===== config.mk =====
export PLATFORM = sky130hd
export DESIGN_NAME = element_counter_flat
export DESIGN_NICKNAME = d
export VERILOG_FILES = /design/src/rtl/vec_pkg.sv /design/src/rtl/vec_stage_if.sv /design/src/rtl/element_counter.sv /design/src/flat_wrapper.sv
export SDC_FILE = /design/constraint.sdc
export NUM_CORES = 1
export LEC_CHECK = 0
export BUFFER_PORTS_ARGS = -buffer_cell sky130_fd_sc_hd__buf_2
export CORE_MARGIN = 4
export CORE_UTILIZATION = 48
export CTS_CLUSTER_SIZE = 14
export DETAILED_ROUTE_END_ITERATION = 8
export PLACE_DENSITY = 0.87
export SYNTH_ARGS = -nofsm -noshare
export SYNTH_HDL_FRONTEND = slang
export SYNTH_SLANG_ARGS = --single-unit

===== constraint.sdc =====
create_clock -name CLK -period 2.9 [get_ports CLK]
set_input_delay 0.58 -clock CLK [delete_from_list [all_inputs] [get_ports CLK]]
set_output_delay 0.58 -clock CLK [all_outputs]
set_load 0.05 [all_outputs]

===== src/rtl/vec_pkg.sv =====
// Vector unit shared definitions.
// Element width and operation codes, register geometry, the instruction
// word and the element group that moves between pipeline stages.
package vec_pkg;

  // ====================
  // Geometry.
  // ====================
  localparam int VLEN       = 128;
  localparam int NUM_VREGS  = 8;
  localparam int GROUP_REGS = 2;
  localparam int MAX_LANES  = 4;

  // ====================
  // Field types.
  // ====================
  typedef enum logic [1:0] {
    SEW8  = 2'd0,
    SEW16 = 2'd1,
    SEW32 = 2'd2
  } sew_t;

  typedef enum logic [1:0] {
    VADD = 2'd0,
    VSUB = 2'd1,
    VAND = 2'd2,
    VXOR = 2'd3
  } vop_t;

  // Offsets run 0 to 32 over a two-register group.
  typedef logic [5:0]      offset_t;
  typedef logic [2:0]      vreg_t;
  typedef logic [VLEN-1:0] vreg_data_t;

  typedef struct packed {
    vop_t    op;
    sew_t    sew;
    offset_t vl;
    offset_t vstart;
    vreg_t   vs1;
    vreg_t   vs2;
    vreg_t   vd;
  } vinstr_t;

  // One group of up to MAX_LANES elements.
  typedef struct packed {
    offset_t                        offset;
    sew_t                           sew;
    vop_t                           op;
    vreg_t                          vd;
    logic [MAX_LANES-1:0]           lane_mask;
    logic [MAX_LANES-1:0][31:0]     a_data;
    logic [MAX_LANES-1:0][31:0]     b_data;
    logic                           last;
  } elem_grp_t;

  // Elements held by one 128-bit register at a given width.
  function automatic offset_t elems_per_reg(input sew_t sew);
    case (sew)
      SEW8:    return offset_t'(16);
      SEW16:   return offset_t'(8);
      default: return offset_t'(4);
    endcase
  endfunction

endpackage


===== src/rtl/vec_stage_if.sv =====
// Pipeline stage link.
// Carries one element group per strobe from one stage to the next.
// There is no ready signal, the receiver takes every valid group.
`timescale 1ns/1ps

interface vec_stage_if #(
  parameter type PAYLOAD_T = logic
) ();

  // Single-cycle group strobe.
  logic     valid;
  // Group contents.
  PAYLOAD_T payload;
  // Final group of the instruction.
  logic     last;

  // Sending stage.
  modport src (
    output valid,
    output payload,
    output last
  );

  // Receiving stage.
  modport dst (
    input valid,
    input payload,
    input last
  );

endinterface


===== src/rtl/element_counter.sv =====
// Vector element counter.
// Latches one instruction and walks its elements from vstart to vl,
// NUM_LANES at a time. Each cycle it sends one group with its offset,
// lane mask and last flag. A group never crosses a register boundary,
// the register step trims it and moves the offset to the next register.
`timescale 1ns/1ps

module element_counter import vec_pkg::*; #(
  parameter int NUM_LANES = 2
) (
  input  logic         CLK,
  input  logic         nRST,
  input  logic         start,
  input  vinstr_t      instr,
  output logic         busy,
  vec_stage_if.src     grp
);

  vinstr_t              instr_q;
  offset_t              offset;
  offset_t              next_offset;
  offset_t              epr;
  offset_t              room;
  logic                 step;
  logic                 last;
  logic [MAX_LANES-1:0] mask;
  elem_grp_t            grp_next;

  // ====================
  // Group arithmetic.
  // ====================
  always_comb begin
    epr = elems_per_reg(instr_q.sew);
    // Elements left before the end of the current register.
    room = epr - (offset & (epr - offset_t'(1)));
    // The group reaches the register end, so the next offset steps over.
    step = (room <= offset_t'(NUM_LANES));
    if (step) begin
      next_offset = offset + room;
    end else begin
      next_offset = offset + offset_t'(NUM_LANES);
    end
    last = (next_offset >= instr_q.vl);
    // Trim at the lane count, the register end and vl.
    for (int l = 0; l < MAX_LANES; l++) begin
      mask[l] = (l < NUM_LANES) && (offset_t'(l) < room) &&
                ((offset + offset_t'(l)) < instr_q.vl);
    end
  end

  // Group for fetch.
  always_comb begin
    grp_next           = '0;
    grp_next.offset    = offset;
    grp_next.sew       = instr_q.sew;
    grp_next.op        = instr_q.op;
    grp_next.vd        = instr_q.vd;
    grp_next.lane_mask = mask;
    grp_next.last      = last;
    // Source register numbers ride in the first data words until fetch.
    grp_next.a_data[0] = 32'(instr_q.vs1);
    grp_next.b_data[0] = 32'(instr_q.vs2);
  end

  // ====================
  // Control.
  // ====================
  always_ff @(posedge CLK, negedge nRST) begin
    if (!nRST) begin
      busy      <= 1'b0;
      offset    <= '0;
      grp.valid <= 1'b0;
      grp.last  <= 1'b0;
    end else begin
      grp.valid <= 1'b0;
      grp.last  <= 1'b0;
      if (!busy) begin
        // Start is only taken while idle.
        if (start) begin
          busy   <= 1'b1;
          offset <= instr.vstart;
        end
      end else if (offset < instr_q.vl) begin
        grp.valid <= 1'b1;
        grp.last  <= last;
        offset    <= next_offset;
        if (last) begin
          busy <= 1'b0;
        end
      end else begin
        // Empty instruction, vstart at or past vl.
        busy <= 1'b0;
      end
    end
  end

  // Instruction latch.
  always_ff @(posedge CLK) begin
    if (!busy && start) begin
      instr_q <= instr;
    end
  end

  // Group payload.
  always_ff @(posedge CLK) begin
    grp.payload <= grp_next;
  end

endmodule


===== src/flat_wrapper.sv =====
// flat-port wrapper written by rule: the top's interface ports become plain ports
module element_counter_flat import vec_pkg::*;
#(
  parameter int NUM_LANES = 2
)
  (CLK, nRST, start, instr, busy, grp_valid, grp_payload, grp_last);
  vec_stage_if grp_i ();
  input  logic CLK;
  input  logic nRST;
  input  logic start;
  input  vinstr_t instr;
  output logic busy;
  output wire logic [$bits(grp_i.valid)-1:0] grp_valid;
  output wire logic [$bits(grp_i.payload)-1:0] grp_payload;
  output wire logic [$bits(grp_i.last)-1:0] grp_last;
  assign grp_valid = grp_i.valid;
  assign grp_payload = grp_i.payload;
  assign grp_last = grp_i.last;
  element_counter #(.NUM_LANES(NUM_LANES)) u_core (.CLK(CLK), .nRST(nRST), .start(start), .instr(instr), .busy(busy), .grp(grp_i));
endmodule

# Word-level counts from Yosys, hierarchy flattened
# Index checks and enable logic that the tools add are counted.
[totals] elab_cells=35 reg_bits=18 input_bits=28
[op_classes] order_cmp=3 eq_ne=2 mux=13 n_reduce_logical=5 n_bitwise=1 add_sub_neg=4
[op_table] op="$mux 6" count=4
[op_table] op="$pmux 5 s2" count=1
[op_table] op="$mux 1" count=8
[op_table] op="$add 6x2->6 const B" count=1
[op_table] op="$add 6x6->6" count=1
[op_table] op="$and 6x6->6" count=1
[op_table] op="$ge 6x6->1" count=1
[op_table] op="$le 6x2->1 const B" count=1
[op_table] op="$lt 6x6->1" count=1
[op_table] op="$sub 5x1->6 const B" count=1
[op_table] op="$sub 5x6->6" count=1
[op_table] op="$eq 2x1->1 const B" count=1
[op_table] op="$logic_not 2->1" count=1
[op_table] op="$ne 2x2->1 const B" count=1
[op_table] op="$reduce_and 2->1" count=1
[op_table] op="$reduce_bool 2->1" count=1
[op_table] op="$logic_and 1x1->1" count=1
[op_table] op="$logic_not 1->1" count=1

# Longest topological paths before layout
[logic_depth] word_depth=11 depth_mapped=15 ltp_nobuf=14

# Worst setup path after synthesis
# Ideal clock, no wire load.
[synth_timing] path_kind="register -> register" start="reg u_core.offset[1]" end="reg u_core.grp.last" t_arrival_ns=2.970 setup_time_ns=0.119 slack_ns=-0.189 synth_period_minus_slack_ns=3.089 path_stages_with_launch=15 cell_sequence="dfrtp_1 > buf_2 > inv_1 > ha_1 > nor2b_1 > or4_1 > buf_2 > nor2_1 > xnor2_1 > ha_1 > a21o_1 > a21o_1 > a21oi_1 > o21ai_0 > and2_1"
[synth_rtl] item="from (decl)" line_no="element_counter.sv:20" rtl="offset_t offset;"
[synth_rtl] item="from (signal assigned)" line_no="element_counter.sv:81" rtl="offset <= instr.vstart;"
[synth_rtl] item="from (signal assigned)" line_no="element_counter.sv:86" rtl="offset <= next_offset;"
[synth_rtl] item="to (decl)" line_no="vec_stage_if.sv:21" rtl="output last"

==> metrics.txt <==
# TYPE chip_impl_metric gauge
chip_impl_info{name="outcome",value="finished clean"} 1
chip_impl_info{name="min-delay-path-class",value="input pin to asynchronous set/reset pin"} 1
chip_impl_metric{name="yosys.cell_types.count",unit=""} 37
chip_impl_metric{name="worstPathBufferInverterCount",unit=""} 2
chip_impl_metric{name="synth_seq_cells",unit=""} 18
chip_impl_metric{name="finClkSkew",unit="ps"} 1.97
chip_impl_info{name="synth.top_cells.by_count",value="sky130_fd_sc_hd__ha_1 (18), sky130_fd_sc_hd__inv_1 (10), sky130_fd_sc_hd__dfrtp_1 (9), sky130_fd_sc_hd__a21oi_1 (8), sky130_fd_sc_hd__edfxtp_1 (8)"} 1
chip_impl_metric{name="grt_usage",unit="%"} 19.4
chip_impl_metric{name="timing_worst_slew_pin_value",unit="ps"} 551
chip_impl_metric{name="final.period_utilization",unit="%"} 99.4
chip_impl_metric{name="drt-initial-drc-count",unit=""} 32
chip_impl_metric{name="syn-mean-instance-area",unit="um^2"} 10.4
chip_impl_metric{name="crit_path_max_incr_delay",unit="ps"} 530
chip_impl_metric{name="grt.overflow.total",unit=""} 0
chip_impl_metric{name="syn_inst",unit=""} 128
chip_impl_metric{name="antennaDiodeCount",unit=""} 0
chip_impl_metric{name="synth-warning-count",unit=""} 0
chip_impl_metric{name="netlist_area_before_placement",unit="mm^2"} 0.00133
chip_impl_info{name="largest_cells_by_area_after_synthesis",value="sky130_fd_sc_hd__edfxtp_1 (18%), sky130_fd_sc_hd__dfrtp_1 (17%), sky130_fd_sc_hd__ha_1 (17%), sky130_fd_sc_hd__mux2_2 (4.2%), sky130_fd_sc_hd__mux2i_1 (3.8%)"} 1
chip_impl_metric{name="grt_first_pass_wirelength",unit="mm"} 5.16
chip_impl_info{name="crit_path_start_kind",value="register"} 1
chip_impl_metric{name="dr.pass1.iters",unit=""} 4
chip_impl_metric{name="cts_hold_repair.buffers",unit=""} 0
chip_impl_info{name="crit_path_cell_trace",value="inv_2, ha_4, xor2_4, buf_4, or4_4, nor2_4, xnor2_2, ha_1, a21o_1, a21o_1, a21oi_2, o21ai_2, and2_1"} 1
chip_impl_metric{name="placement.io_buffers",unit=""} 20
chip_impl_metric{name="grt_start_max_net_pins",unit=""} 12
chip_impl_metric{name="cts_inserted_buffers",unit=""} 3
chip_impl_metric{name="initial_utilization",unit="%"} 52.1
chip_impl_metric{name="wire_per_inst",unit="um"} 16.6
chip_impl_metric{name="finalHoldViolCount",unit=""} 0
chip_impl_metric{name="ff2ff_setup_slack",unit="ps"} 20
chip_impl_metric{name="row_count",unit=""} 18
chip_impl_metric{name="drt-vias-per-instance",unit=""} 5.69
chip_impl_metric{name="synth.top_cell.area_share",unit="%"} 18.1
chip_impl_info{name="synthFlopType",value="sky130_fd_sc_hd__dfrtp_1"} 1
chip_impl_metric{name="max_clock_freq",unit="MHz"} 347
chip_impl_metric{name="worst-path-max-fanout",unit=""} 4
chip_impl_metric{name="layout-area-overhead-vs-synth",unit="%"} 36.4
chip_impl_metric{name="instance_area_after_placement",unit="mm^2"} 0.00159
chip_impl_metric{name="count_of_clock_tree_sinks",unit=""} 18
chip_impl_metric{name="die_height",unit="um"} 60.5
chip_impl_metric{name="slew_headroom",unit="%"} 63.0
chip_impl_metric{name="worst-r2r-cell-count",unit=""} 13
chip_impl_metric{name="portion_of_the_post_synthesis_area_used_by_sequential_elements",unit="%"} 36.6
chip_impl_info{name="worst_path_most_repeated_cell",value="sky130_fd_sc_hd__a21o_1"} 1
chip_impl_metric{name="die_width",unit="um"} 60.5
chip_impl_info{name="critical_path.top_delay_family",value="simple AND/OR/NAND/NOR gates"} 1
chip_impl_metric{name="drive_gt1_share",unit="%"} 46.2
chip_impl_metric{name="insertion_delay",unit="ps"} 300
chip_impl_metric{name="total_vias_in_the_final_route",unit=""} 1143
chip_impl_metric{name="fp.dieArea",unit="mm^2"} 0.00367
chip_impl_metric{name="finalWirelength",unit="mm"} 3.33
chip_impl_metric{name="cts_max_path_buffers",unit=""} 2
chip_impl_metric{name="critical_path_arrival",unit="ps"} 3080
chip_impl_info{name="ctsRootBufferMaster",value="sky130_fd_sc_hd__clkbuf_4"} 1
chip_impl_metric{name="antenna_found_initial",unit=""} 0
chip_impl_info{name="rsz_0062_raised_after_global_routing",value="yes"} 1
chip_impl_metric{name="fp.coreArea",unit="mm^2"} 0.00254
chip_impl_metric{name="final-max-slew-violation-count",unit=""} 0
chip_impl_metric{name="synth_edf_count",unit=""} 8
chip_impl_metric{name="gp_congestion",unit=""} 0.895
chip_impl_metric{name="syn_nets",unit=""} 174
chip_impl_metric{name="setup_violations",unit=""} 0
chip_impl_metric{name="cp_num_cells",unit=""} 13
chip_impl_metric{name="post-route-cell-area",unit="mm^2"} 0.00181
chip_impl_info{name="critical_path_s_slowest_cell",value="sky130_fd_sc_hd__or4_4"} 1
chip_impl_info{name="setup.worst_path.end_class",value="register"} 1
chip_impl_metric{name="cts.htree.levels",unit=""} 1
chip_impl_metric{name="worst_setup_hold_path_clk_slew",unit="ps"} 100
chip_impl_info{name="worst-setup-path-type",value="register to register"} 1
chip_impl_info{name="worst_r2r_endpoint",value="u_core.grp.last$_DFF_PN0_"} 1
chip_impl_metric{name="grt_pass1_vias",unit=""} 1251
chip_impl_metric{name="finalNetCount",unit=""} 218
chip_impl_metric{name="maxCapViolations",unit=""} 0
chip_impl_info{name="timing.rr.start",value="u_core.offset[0]$_DFFE_PN0P_"} 1
chip_impl_info{name="yosysMostFrequentCell",value="sky130_fd_sc_hd__ha_1"} 1
chip_impl_metric{name="route.antenna.remaining_nets",unit=""} 0
chip_impl_metric{name="crit_required",unit="ps"} 3100
chip_impl_info{name="tritoncts",value="yes"} 1
chip_impl_info{name="synthDominantAreaCellType",value="sky130_fd_sc_hd__edfxtp_1"} 1
chip_impl_metric{name="drc_violations_left",unit=""} 0
chip_impl_metric{name="timing.final.crit_period",unit="ps"} 2880
chip_impl_metric{name="async_flop_share",unit="%"} 50.0
chip_impl_metric{name="top_level_ports",unit=""} 32
chip_impl_metric{name="place.detailed.hpwl",unit="mm"} 2.51
-- sequential cells by signal, summed over array words and instances, names as in the netlist --
| signal | count |
|---|---|
| u_core.grp.last | 1 |
| u_core.grp.payload | 1 |
| u_core.grp.valid | 1 |
| u_core.grp_next | 2 |
| u_core.busy | 1 |
| u_core.instr_q | 6 |
| u_core.offset | 6 |
-- metal layers --
layer  wire (um)  global-route usage [%]  share of wire, %  vias to the layer above
met1        1320                    22.3                40                      561
met2        1840                    36.0                55                       28
met5           0                       0                 0                        -
met3         102                    2.34               3.1                        6
li1            -                       -                 -                      548
met4          59                    8.36               1.8                        0
-- worst max-delay path by stage --
stage / endpoint / start / slack, ps
final: u_core.grp.last$_DFF_PN0_ / u_core.offset[0]$_DFFE_PN0P_ / 20
after global routing: u_core.grp.last$_DFF_PN0_ / u_core.grp_next[266]$_DFFE_PP_ / -80
after CTS: u_core.grp.last$_DFF_PN0_ / u_core.grp_next[266]$_DFFE_PP_ / 7
after detailed placement: u_core.grp.last$_DFF_PN0_ / u_core.offset[0]$_DFFE_PN0P_ / -220
after global placement: u_core.busy$_DFF_PN0_ / u_core.offset[3]$_DFFE_PN0P_ / -70
after floorplan: u_core.grp.last$_DFF_PN0_ / u_core.offset[0]$_DFFE_PN0P_ / 30
-- metrics by stage --
stage / hold slack [ps] / utilization, % / setup TNS (ps) / setup slack, ps / instances
final: 109 / 71.0 / 0 / 18.2 / 201
after global routing: 114 / 71.0 / -120 / -76.9 / 201
after CTS: 107 / 66.1 / 0 / 7.13 / 197
after detailed placement: 437 / 62.3 / -502 / -217 / 191
after global placement: 436 / 62.3 / -134 / -74.8 / 191
after floorplan: 284 / - / 0 / 25.3 / 128
-- logic make-up after synthesis --
group / count (synthesis) / synth area share, %
and+or+nand+nor: 34 / 15.3
muxes: 10 / 8.03
AOI/OAI and AO/OA: 25 / 12.4
buffers and inverters: 14 / 4.72
adders and majority gates: 18 / 17.0
DFF: 18 / 36.6
xor gates and xnor gates: 9 / 5.95
-- final cells by class --
cell class                 instances  area [um^2]
clock buffer                       4         36.3
sequential                        18          489
timing repair buffer              43          277
inverter                          10         37.5
fill                             194          738
tap                               30         37.5
multi-input combinational         96          930
-- cells in the final DEF (no fill, tap or decap), types with 2 or more instances in the layout --
cell type	Yosys	final
sky130_fd_sc_hd__a21o_1	3	3
sky130_fd_sc_hd__a21oi_1	8	4
sky130_fd_sc_hd__a21oi_2	0	4
sky130_fd_sc_hd__and2_1	2	2
sky130_fd_sc_hd__buf_2	2	20
sky130_fd_sc_hd__buf_4	0	22
sky130_fd_sc_hd__clkbuf_4	0	3
sky130_fd_sc_hd__dfrtp_1	9	6
sky130_fd_sc_hd__dfrtp_2	0	3
sky130_fd_sc_hd__edfxtp_1	8	8
sky130_fd_sc_hd__ha_1	18	15
sky130_fd_sc_hd__ha_4	0	3
sky130_fd_sc_hd__inv_1	10	8
sky130_fd_sc_hd__inv_2	0	2
sky130_fd_sc_hd__mux2_2	5	5
sky130_fd_sc_hd__mux2i_1	5	3
sky130_fd_sc_hd__nand2_1	7	6
sky130_fd_sc_hd__nand2b_1	5	5
sky130_fd_sc_hd__nand3_1	3	2
sky130_fd_sc_hd__nand4_1	3	3
sky130_fd_sc_hd__nor2_1	4	2
sky130_fd_sc_hd__nor2_4	0	2
sky130_fd_sc_hd__o211a_1	2	2
sky130_fd_sc_hd__o21ai_0	4	2
sky130_fd_sc_hd__o21ai_1	1	2
sky130_fd_sc_hd__or3_1	3	2
sky130_fd_sc_hd__xnor2_1	4	3
sky130_fd_sc_hd__xor2_1	5	4
-- repair_timing --
action / 4_1_cts / 5_1_grt
pin swaps: 10 / 9
gates cloned: 0 / 0
endpoints found under the setup margin: 3 / 3
buffers inserted: 2 / 4
resized for setup: 11 / 19
Power is left out: the tool's default activity adds up to more than one toggle a clock period on the data nets, which glitch-free logic cannot reach.
